### src/common/pow_defines.svh
`ifndef POW_DEFINES_SVH
`define POW_DEFINES_SVH

////////////////////
// widths

`define POW_W  8                        // argument and power width.
`define POW_AW 8                        // apb address width.

////////////////////
// register offsets

`define POW_ADDR_ARG    8'h00           // write launches, read returns last argument.
`define POW_ADDR_STATUS 8'h04           // done bits in [3:0].
`define POW_ADDR_RES2   8'h08
`define POW_ADDR_RES3   8'h0C
`define POW_ADDR_RES4   8'h10
`define POW_ADDR_RES5   8'h14
`define POW_ADDR_COUNT  8'h18           // write of any value clears.

`endif

### src/common/pow_pkg.sv
`default_nettype none

`include "pow_defines.svh"

package pow_pkg;

    typedef logic [`POW_W-1:0]  pow_word_t;     // an argument or one power.
    typedef logic [15:0]        pow_cnt_t;      // completed x^5 results.
    typedef logic [`POW_AW-1:0] apb_addr_t;
    typedef logic [31:0]        apb_data_t;

    ////////////////////
    // apb

    typedef struct packed {
        logic      psel;
        logic      penable;
        logic      pwrite;
        apb_addr_t paddr;
        apb_data_t pwdata;
    } apb_req_t;

    typedef struct packed {
        apb_data_t prdata;
        logic      pready;
        logic      pslverr;
    } apb_rsp_t;

    ////////////////////
    // datapath

    typedef struct packed {
        logic      vld;
        pow_word_t arg;                         // argument travelling with its product.
        pow_word_t prod;                        // partial power so far.
    } pow_stage_t;

    typedef struct packed {
        logic [3:0] vld;                        // bit 0 is x^2, bit 3 is x^5.
        pow_word_t  p2;
        pow_word_t  p3;
        pow_word_t  p4;
        pow_word_t  p5;
    } pow_res_t;

endpackage

`default_nettype wire

### src/hw/pow_apb_ctrl.sv
`timescale 1ns/1ps
`default_nettype none

`include "pow_defines.svh"

module pow_apb_ctrl (
    input  wire logic               clk,
    input  wire logic               rst_n,
    input  wire pow_pkg::apb_req_t  req,
    output pow_pkg::apb_rsp_t       rsp,
    output logic                    launch,
    output pow_pkg::pow_word_t      launch_arg,
    output logic                    clear,
    input  wire pow_pkg::pow_res_t  stored,
    input  wire logic [3:0]         done,
    input  wire pow_pkg::pow_cnt_t  count
);

    import pow_pkg::*;

    logic      access;                          // access phase, completes this cycle.
    logic      arg_wr;
    logic      cnt_wr;
    logic      mapped;                          // address hits the register map.
    apb_data_t rdata;

    ////////////////////
    // write decode

    assign access = req.psel & req.penable;
    assign arg_wr = access & req.pwrite & (req.paddr == `POW_ADDR_ARG);
    assign cnt_wr = access & req.pwrite & (req.paddr == `POW_ADDR_COUNT);

    // pulses land on the cycle after the access phase.
    always_ff @(posedge clk) begin
        if (!rst_n) begin
            launch <= 1'b0;
            clear  <= 1'b0;
        end else begin
            launch <= arg_wr;
            clear  <= cnt_wr;
        end
    end

    // also the value returned on arg reads.
    always_ff @(posedge clk) begin
        if (arg_wr) begin
            launch_arg <= req.pwdata[`POW_W-1:0];
        end
    end

    ////////////////////
    // read mux

    always_comb begin
        mapped = 1'b1;
        rdata  = '0;
        case (req.paddr)
            `POW_ADDR_ARG: begin
                rdata = apb_data_t'(launch_arg);
            end
            `POW_ADDR_STATUS: begin
                rdata = apb_data_t'(done);      // done bits in [3:0].
            end
            `POW_ADDR_RES2: begin
                rdata = apb_data_t'(stored.p2);
            end
            `POW_ADDR_RES3: begin
                rdata = apb_data_t'(stored.p3);
            end
            `POW_ADDR_RES4: begin
                rdata = apb_data_t'(stored.p4);
            end
            `POW_ADDR_RES5: begin
                rdata = apb_data_t'(stored.p5);
            end
            `POW_ADDR_COUNT: begin
                rdata = apb_data_t'(count);
            end
            default: begin
                mapped = 1'b0;                  // unmapped, reads as zero.
            end
        endcase
    end

    // zero wait states, so pready is tied high.
    assign rsp = '{prdata: rdata, pready: 1'b1, pslverr: access & ~mapped};

endmodule

`default_nettype wire

### src/hw/pow_top.sv
`timescale 1ns/1ps
`default_nettype none

module pow_top (
    input  wire logic              clk,
    input  wire logic              rst_n,
    input  wire pow_pkg::apb_req_t apb_req,
    output pow_pkg::apb_rsp_t      apb_rsp
);

    import pow_pkg::*;

    logic       launch;                         // one-cycle argument launch.
    pow_word_t  launch_arg;
    logic       clear;                          // count clear pulse.
    pow_res_t   res;                            // pipeline outputs.
    pow_res_t   stored;                         // latest captured powers.
    logic [3:0] done;
    pow_cnt_t   count;

    ////////////////////
    // control

    pow_apb_ctrl u_ctrl (
        .clk        (clk),
        .rst_n      (rst_n),
        .req        (apb_req),
        .rsp        (apb_rsp),
        .launch     (launch),
        .launch_arg (launch_arg),
        .clear      (clear),
        .stored     (stored),
        .done       (done),
        .count      (count)
    );

    ////////////////////
    // datapath

    pow_pipe u_pipe (
        .clk        (clk),
        .rst_n      (rst_n),
        .launch     (launch),
        .launch_arg (launch_arg),
        .res        (res)
    );

    result_bank u_bank (
        .clk        (clk),
        .rst_n      (rst_n),
        .res        (res),
        .launch     (launch),
        .clear      (clear),
        .stored     (stored),
        .done       (done),
        .count      (count)
    );

endmodule

`default_nettype wire

### src/hw/result_bank.sv
`timescale 1ns/1ps
`default_nettype none

module result_bank (
    input  wire logic              clk,
    input  wire logic              rst_n,
    input  wire pow_pkg::pow_res_t res,
    input  wire logic              launch,
    input  wire logic              clear,
    output pow_pkg::pow_res_t      stored,
    output logic [3:0]             done,
    output pow_pkg::pow_cnt_t      count
);

    import pow_pkg::*;

    logic [3:0] done_q;
    pow_cnt_t   count_q;
    pow_word_t  p2_q;
    pow_word_t  p3_q;
    pow_word_t  p4_q;
    pow_word_t  p5_q;

    ////////////////////
    // status and count

    // a new launch drops the done bits, a capture in the same cycle sets its bit again.
    always_ff @(posedge clk) begin
        if (!rst_n) begin
            done_q <= 4'b0000;
        end else begin
            done_q <= (done_q & ~{4{launch}}) | res.vld;
        end
    end

    always_ff @(posedge clk) begin
        if (!rst_n) begin
            count_q <= '0;
        end else if (clear) begin
            count_q <= '0;
        end else if (res.vld[3]) begin
            count_q <= pow_cnt_t'(count_q + 1'b1);  // wraps at the counter width.
        end
    end

    ////////////////////
    // result capture

    always_ff @(posedge clk) begin
        if (res.vld[0]) begin
            p2_q <= res.p2;
        end
        if (res.vld[1]) begin
            p3_q <= res.p3;
        end
        if (res.vld[2]) begin
            p4_q <= res.p4;
        end
        if (res.vld[3]) begin
            p5_q <= res.p5;
        end
    end

    assign stored = '{vld: done_q, p2: p2_q, p3: p3_q, p4: p4_q, p5: p5_q};
    assign done   = done_q;
    assign count  = count_q;

endmodule

`default_nettype wire

### src/pow_pipe/pow_pipe.sv
`timescale 1ns/1ps
`default_nettype none

module pow_pipe (
    input  wire logic               clk,
    input  wire logic               rst_n,
    input  wire logic               launch,
    input  wire pow_pkg::pow_word_t launch_arg,
    output pow_pkg::pow_res_t       res
);

    import pow_pkg::*;

    logic       arg_vld_q;                      // argument register, one cycle after launch.
    pow_word_t  arg_q;
    pow_stage_t stg [0:4];                      // stg[n] is the output of stage n.

    ////////////////////
    // input register

    always_ff @(posedge clk) begin
        if (!rst_n) begin
            arg_vld_q <= 1'b0;
        end else begin
            arg_vld_q <= launch;
        end
    end

    always_ff @(posedge clk) begin
        arg_q <= launch_arg;
    end

    // the argument is also the first partial product, so stage 1 forms x^2.
    assign stg[0] = '{vld: arg_vld_q, arg: arg_q, prod: arg_q};

    ////////////////////
    // multiplier stages

    for (genvar i = 0; i < 4; i++) begin : g_stage
        pow_stage u_stage (
            .clk   (clk),
            .rst_n (rst_n),
            .in    (stg[i]),
            .out   (stg[i+1])
        );
    end

    ////////////////////
    // outputs

    assign res.vld = {stg[4].vld, stg[3].vld, stg[2].vld, stg[1].vld};
    assign res.p2  = stg[1].prod;               // x^2, two cycles after launch.
    assign res.p3  = stg[2].prod;
    assign res.p4  = stg[3].prod;
    assign res.p5  = stg[4].prod;               // x^5, five cycles after launch.

endmodule

`default_nettype wire

### src/pow_pipe/pow_stage.sv
`timescale 1ns/1ps
`default_nettype none

module pow_stage (
    input  wire logic                clk,
    input  wire logic                rst_n,
    input  wire pow_pkg::pow_stage_t in,
    output pow_pkg::pow_stage_t      out
);

    import pow_pkg::*;

    pow_word_t mul;                             // next power, truncated to the word.
    logic      vld_q;
    pow_word_t arg_q;
    pow_word_t prod_q;

    assign mul = pow_word_t'(in.prod * in.arg);

    always_ff @(posedge clk) begin
        if (!rst_n) begin
            vld_q <= 1'b0;
        end else begin
            vld_q <= in.vld;
        end
    end

    // data follows the valid without a reset.
    always_ff @(posedge clk) begin
        arg_q  <= in.arg;
        prod_q <= mul;
    end

    assign out = '{vld: vld_q, arg: arg_q, prod: prod_q};

endmodule

`default_nettype wire

### config.mk
export PLATFORM = sky130hd
export DESIGN_NAME = pow_top
export DESIGN_NICKNAME = d
export VERILOG_FILES = /design/src/common/pow_pkg.sv /design/src/hw/pow_apb_ctrl.sv /design/src/hw/pow_top.sv /design/src/hw/result_bank.sv /design/src/pow_pipe/pow_pipe.sv /design/src/pow_pipe/pow_stage.sv
export VERILOG_INCLUDE_DIRS = /design/src /design/src/common
export SDC_FILE = /design/constraint.sdc
export NUM_CORES = 1
export LEC_CHECK = 0
export ABC_AREA = 1
export BUFFER_PORTS_ARGS = -buffer_cell sky130_fd_sc_hd__buf_2
export CAP_MARGIN = 40
export CORE_ASPECT_RATIO = 1.4
export CORE_MARGIN = 4
export CORE_UTILIZATION = 60
export CTS_CLUSTER_SIZE = 25
export DETAILED_ROUTE_END_ITERATION = 6
export GPL_ROUTABILITY_DRIVEN = 1
export PLACE_DENSITY = 0.85
export SYNTH_ARGS = -nofsm -noshare
export SYNTH_HDL_FRONTEND = slang
export SYNTH_HIERARCHICAL = 1
export SYNTH_SLANG_ARGS = --single-unit
### constraint.sdc
create_clock -name clk -period 5.6 [get_ports clk]
set_clock_uncertainty 0.05 [all_clocks]
set_input_delay 0.84 -clock clk [delete_from_list [all_inputs] [get_ports clk]]
set_output_delay 0.84 -clock clk [all_outputs]
set_load 0.01 [all_outputs]
==> results.yml, run 1 <==
run_status:
  outcome: "finished, final reports clean"
grt:
  track_usage_pct: 23.7
  grt_pass1_vias: 6974
  grt-ovfl-total: 0
  grt_antenna_before_repair: 0
  grt_max_degree: 19
  grt_pass1_wl_mm: 30.7
worst_setup_path:
  cp-endpoint: "u_pipe/g_stage[0].u_stage/prod_q[7]"
  worstSetupEndpointType: "register"
  cp_max_fo: 14
  r2r_cells: 15
  slowest_delay_ps: 680
  reg2reg_from: "u_pipe/arg_q[2]"
  critical_path.startpoint: "u_pipe/arg_q[2]"
  slowest_stage: "dfxtp_1"
  regToRegSetupSlack_ps: 1660
  critical_path_class: "reg -> reg"
  crit_top_cell: "inv_1"
  cp.arrival_ps: 4210
  path_cells: "nand2_1, fa_1, inv_1, ha_1, inv_1, fa_1, fa_1, inv_1, ha_1, a21oi_1, nand2_1, xor2_1, nand3_1, nand2_1, inv_1"
  required_ps: 5870
  start_kind: "register"
  r2r-end: "u_pipe/g_stage[0].u_stage/prod_q[7]"
drt:
  vias: 6985
  antenna_left: 0
  wl_per_cell_um: 13.5
  avgViaCountPerCell: 5.14
  dr.pass1.iters: 6
  drt_wl_total_mm: 18.3
  drc: 0
  first_iter_violations: 541
sta:
  min_period_ps: 3940
  tns_ps: 0
  setup_violations: 0
  maxSlewViolCount: 0
  tightest_slew_ps: 674
  postLayoutSetupSlackWorst_ps: 1660
  relSlewSlack_pct: 55.0
  grt_setup_unrepaired: "false"
  fin_crit_sh_pct: 70.3
  final_hold_viol_count: 0
  fmax_mhz: 254
clock_tree:
  numCtsBuffers: 17
  cts-root-buf: "clkbuf_16"
  clkLatencyLatePin_ps: 410
  clk_pin_slew_ps: 60
  post_cts_buffers: 0
  clk_path_buf_depth: 2
  cts_tree: "yes"
  ctsResizeCount: 0
  cts_sinks: 131
  htree_levels: 4
  ctsHoldBuffers: 0
finish:
  drive_above_1_share_pct: 12.3
  largest-register: "u_pipe/g_stage.u_stage/prod_q"
  antenna_cells: 0
  largest_reg_flops: 32
  area_delta_synth_final_pct: 8.56
  fin_nets: 1315
flow_run:
  maxCapViolations: 0
synth:
  syn_area_per_cell_um2: 7.81
  syn_area_um2: 8780
  ys_warn_count: 6
  synth_cells: 1124
power:
  ir_worst_vdd_mv: 0.210
  powerDensity_nw_per_um2: 224
  leakage_uw: 0.00537
die:
  die_w_um: 110
  core-area_um2: 14400
  dieArea_um2: 16700
  io_pins: 79
  num_rows: 52
  die_h_um: 151
  start_util_pct: 61.1
placement:
  routabilityCongestion: 0.852
  dp_hpwl_mm: 13.4
  dp_slack_ps: 1690
  port_buffers: 37
worst_hold_path:
  hold_path_depth: 0
  hold_class: "reg -> reg"
## worst max-delay path: cells and delay by family (launching register included)
kind	cells	cell delay [ps]
buffers and inverters	4	180
flip-flops	1	680
XOR/XNOR	1	180
AO/OA/AOI/OAI	1	160
adder cells (fa/ha/maj)	5	2200
AND/OR/NAND/NOR	4	390
## stage by stage
stage	instances	util (%)	total power (uW)	hold slack [ps]	area, um^2
after floorplan	1139	-	1050	282	8840
after global placement	1326	62.2	1060	307	8940
after detailed placement	1327	62.2	1060	310	8940
after CTS	1359	66.3	2140	332	9540
after global routing	1359	66.3	2200	350	9540
final	1359	66.3	2140	332	9540
## power by group
group | internal, uW | switching [uW] | leakage, uW
Combinational | 21.4 | 40.4 | 0.00394
Sequential | 978 | 4.82 | 0.00114
Clock | 678 | 415 | 0.000295
Total | 1680 | 460 | 0.00537
## layer usage
layer / vias to the layer above / routed length (um) / global-route usage [%]
met3: 67 / 1050 / 4.90
met2: 271 / 10000 / 45.1
li1: 3401 / - / -
met4: 0 / 794 / 12.0
met1: 3246 / 6480 / 23.7
met5: - / 0 / 0
## layout make-up
| type | instances | area [um^2] |
|---|---|---|
| Multi-Input combinational cell | 719 | 4550 |
| Timing Repair Buffer | 38 | 190 |
| Inverter | 250 | 941 |
| Fill cell | 1087 | 4840 |
| Tap cell | 189 | 236 |
| Clock inverter | 10 | 95.1 |
| Clock buffer | 22 | 497 |
| Sequential cell | 131 | 3020 |
## cell usage in the layout, fill, tap and decap left out, drive strengths merged, types with 5 or more instances in the layout
| cell type | n |
|---|---|
| nand2 | 370 |
| a21oi | 19 |
| o21ai | 5 |
| inv | 251 |
| conb | 17 |
| dfxtp | 91 |
| xor2 | 14 |
| nor2 | 71 |
| fa | 48 |
| edfxtp | 40 |
| nand3 | 94 |
| buf | 38 |
| clkbuf | 22 |
| clkinv | 8 |
| ha | 65 |
## worst min-delay path by stage
stage | slack (ps) | startpoint | to
2_1_floorplan | 280 | u_pipe/g_stage[1].u_stage/arg_q[1] | u_pipe/g_stage[2].u_stage/arg_q[1]
3_5_place_dp | 310 | u_ctrl/launch_arg[6] | u_pipe/arg_q[6]
4_1_cts | 330 | u_pipe/g_stage[1].u_stage/arg_q[7] | u_pipe/g_stage[2].u_stage/arg_q[7]
3_3_place_gp | 310 | u_ctrl/launch_arg[1] | u_pipe/arg_q[1]
6_report | 330 | u_ctrl/launch_arg[1] | u_pipe/arg_q[1]
5_1_grt | 350 | u_ctrl/launch_arg[1] | u_pipe/arg_q[1]
Note: power is estimated with default switching activity, not from simulation.
==> inputs of run 2 (changes only) <==
CORE_UTILIZATION = 55   (was 60)
PLACE_DENSITY = 0.82   (was 0.85)
clock period = 3.6 ns   (was 5.6 ns; I/O delays follow)
==> run 2 against run 1 <==
  * Clock power rose by 57%
  * Core utilization is 1.0 points lower
  * Critical path type unchanged
  * Sequential share of layout area decreased by 1.7 points
  * Highest routed layer unchanged
  * Final area rose by 6.9%
  * Register-to-register slack worse by 1600 ps
  * Die area grew 8.5%
  * Combinational power grew 84%
==> results.yml, run 2 (same netlist as run 1, synthesis figures left out) <==
run_status:
  outcome: "finished, final reports clean"
worst_setup_path:
  reg2reg_from: "u_pipe/g_stage[1].u_stage/arg_q[4]"
  slowest_delay_ps: 590
  regToRegSetupSlack_ps: 20
  cp_max_fo: 3
  path_buf_inv: 4
  r2r_cells: 17
  r2r-end: "u_pipe/g_stage[2].u_stage/prod_q[7]"
  start_kind: "register"
  worstSetupEndpointType: "register"
  cp.arrival_ps: 3850
  crit_family: "adder cells"
  critical_path_class: "reg -> reg"
  slowest_stage: "fa_1"
  path_cells: "nand2_2, inv_2, fa_2, inv_1, fa_1, fa_1, fa_1, inv_2, ha_4, nand3_4, nand2_4, xor2_2, nand2_2, nand2_2, nand2_1, nand2_1, inv_1"
  required_ps: 3870
grt:
  grt_pass1_wl_mm: 32.5
  grt-ovfl-total: 0
  grt_pass1_vias: 7303
  grt_max_degree: 19
  grt_antenna_before_repair: 0
  track_usage_pct: 22.5
placement:
  port_buffers: 37
  routabilityCongestion: 0.863
  dp_hpwl_mm: 14.1
sta:
  tightest_slew_ps: 648
  relSlewSlack_pct: 56.8
  maxSlewViolCount: 0
  final_hold_viol_count: 0
  hold_slack_ps: 243
  min_period_ps: 3580
  fin_crit_sh_pct: 99.5
  fmax_mhz: 279
  tns_ps: 0
  setup_violations: 0
drt:
  vias: 7208
  wl_per_cell_um: 13.8
  avgViaCountPerCell: 5.07
  dr.pass1.iters: 5
  drt_wl_total_mm: 19.6
  first_iter_violations: 541
  antenna_left: 0
  drc: 0
clock_tree:
  clkLatencyLatePin_ps: 420
  htree_levels: 4
  ctsHoldBuffers: 0
  clk_path_buf_depth: 2
  clk_pin_slew_ps: 60
  cts-root-buf: "clkbuf_16"
  cts_sinks: 131
  numCtsBuffers: 17
  cts_tree: "yes"
finish:
  area_delta_synth_final_pct: 16.1
  drive_above_1_share_pct: 20.7
  largest_reg_flops: 32
  antenna_cells: 0
  final_common_cell: "nand2_1"
  largest-register: "u_pipe/g_stage.u_stage/prod_q"
  regArea_um2: 3060
  fillers: 1134
  most-common-layout-cells: "323 x nand2_1, 229 x inv_1, 86 x nand3_1"
  fin_nets: 1371
  multi_input_area_um2: 4730
power:
  leakage_uw: 0.00564
  powerDensity_nw_per_um2: 328
  ir_worst_vdd_mv: 0.387
  p_total_uw: 3350
die:
  start_util_pct: 56.3
  die_h_um: 158
  die_w_um: 115
  num_rows: 54
  dieArea_um2: 18100
  io_pins: 79
  core-area_um2: 15600
worst_hold_path:
  hold_class: "in -> reg"
  hold_path.startpoint: "apb_req[6]"
  hold_path_depth: 1
  holdPathEnd: "u_ctrl/launch_arg[6]"
flow_run:
  maxCapViolations: 0
==> run 2: layout make-up <==
class	instances	share of cell area (%)
Clock buffer	18	4.21
Multi-Input combinational cell	719	46.4
Clock inverter	14	1.51
Sequential cell	131	30.0
Inverter	250	9.23
Timing Repair Buffer	94	6.20
Tap cell	196	2.41
==> run 2: worst max-delay path by stage <==
stage               cells past startpoint                             endpoint                           startpoint
floorplan                              16  u_pipe/g_stage[0].u_stage/prod_q[7]                      u_pipe/arg_q[1]
global placement                       17  u_pipe/g_stage[2].u_stage/prod_q[7]   u_pipe/g_stage[1].u_stage/arg_q[4]
detailed placement                     17  u_pipe/g_stage[2].u_stage/prod_q[7]  u_pipe/g_stage[1].u_stage/prod_q[2]
CTS                                    17  u_pipe/g_stage[2].u_stage/prod_q[7]   u_pipe/g_stage[1].u_stage/arg_q[4]
global route                           17  u_pipe/g_stage[2].u_stage/prod_q[7]   u_pipe/g_stage[1].u_stage/arg_q[4]
finish                                 17  u_pipe/g_stage[2].u_stage/prod_q[7]   u_pipe/g_stage[1].u_stage/arg_q[4]
==> run 2: repair_timing <==
action	4_1_cts	5_1_grt
setup buffers	0	3
gates resized for setup	12	53
pin swaps	4	27
endpoints found under the setup margin	4	5
==> run 2: layer usage <==
metal	vias to the layer above	track usage, %	part of all wire, %
met2	213	42.7	55
met1	3406	23.3	36
met3	73	3.96	4.8
met4	0	11.2	4.2
li1	3516	-	-
met5	-	0	0
==> run 2: through the flow <==
| step | utilization, % | setup slack, ps | cells | instance area [um^2] |
|---|---|---|---|---|
| after global routing | 65.3 | -56.6 | 1422 | 10200 |
| after floorplan | - | 30.1 | 1139 | 8840 |
| after CTS | 64.0 | 5.57 | 1419 | 9990 |
| after detailed placement | 59.9 | -103 | 1387 | 9350 |
| after global placement | 59.9 | -50.5 | 1387 | 9350 |
| final | 65.3 | 17.0 | 1422 | 10200 |
==> run 2: where the power goes <==
group	switching, uW	internal (uW)	total [uW]
Sequential	5.53	1520	1520
Clock	677	1030	1710
Combinational	71.5	42.6	114
Total	754	2590	3350
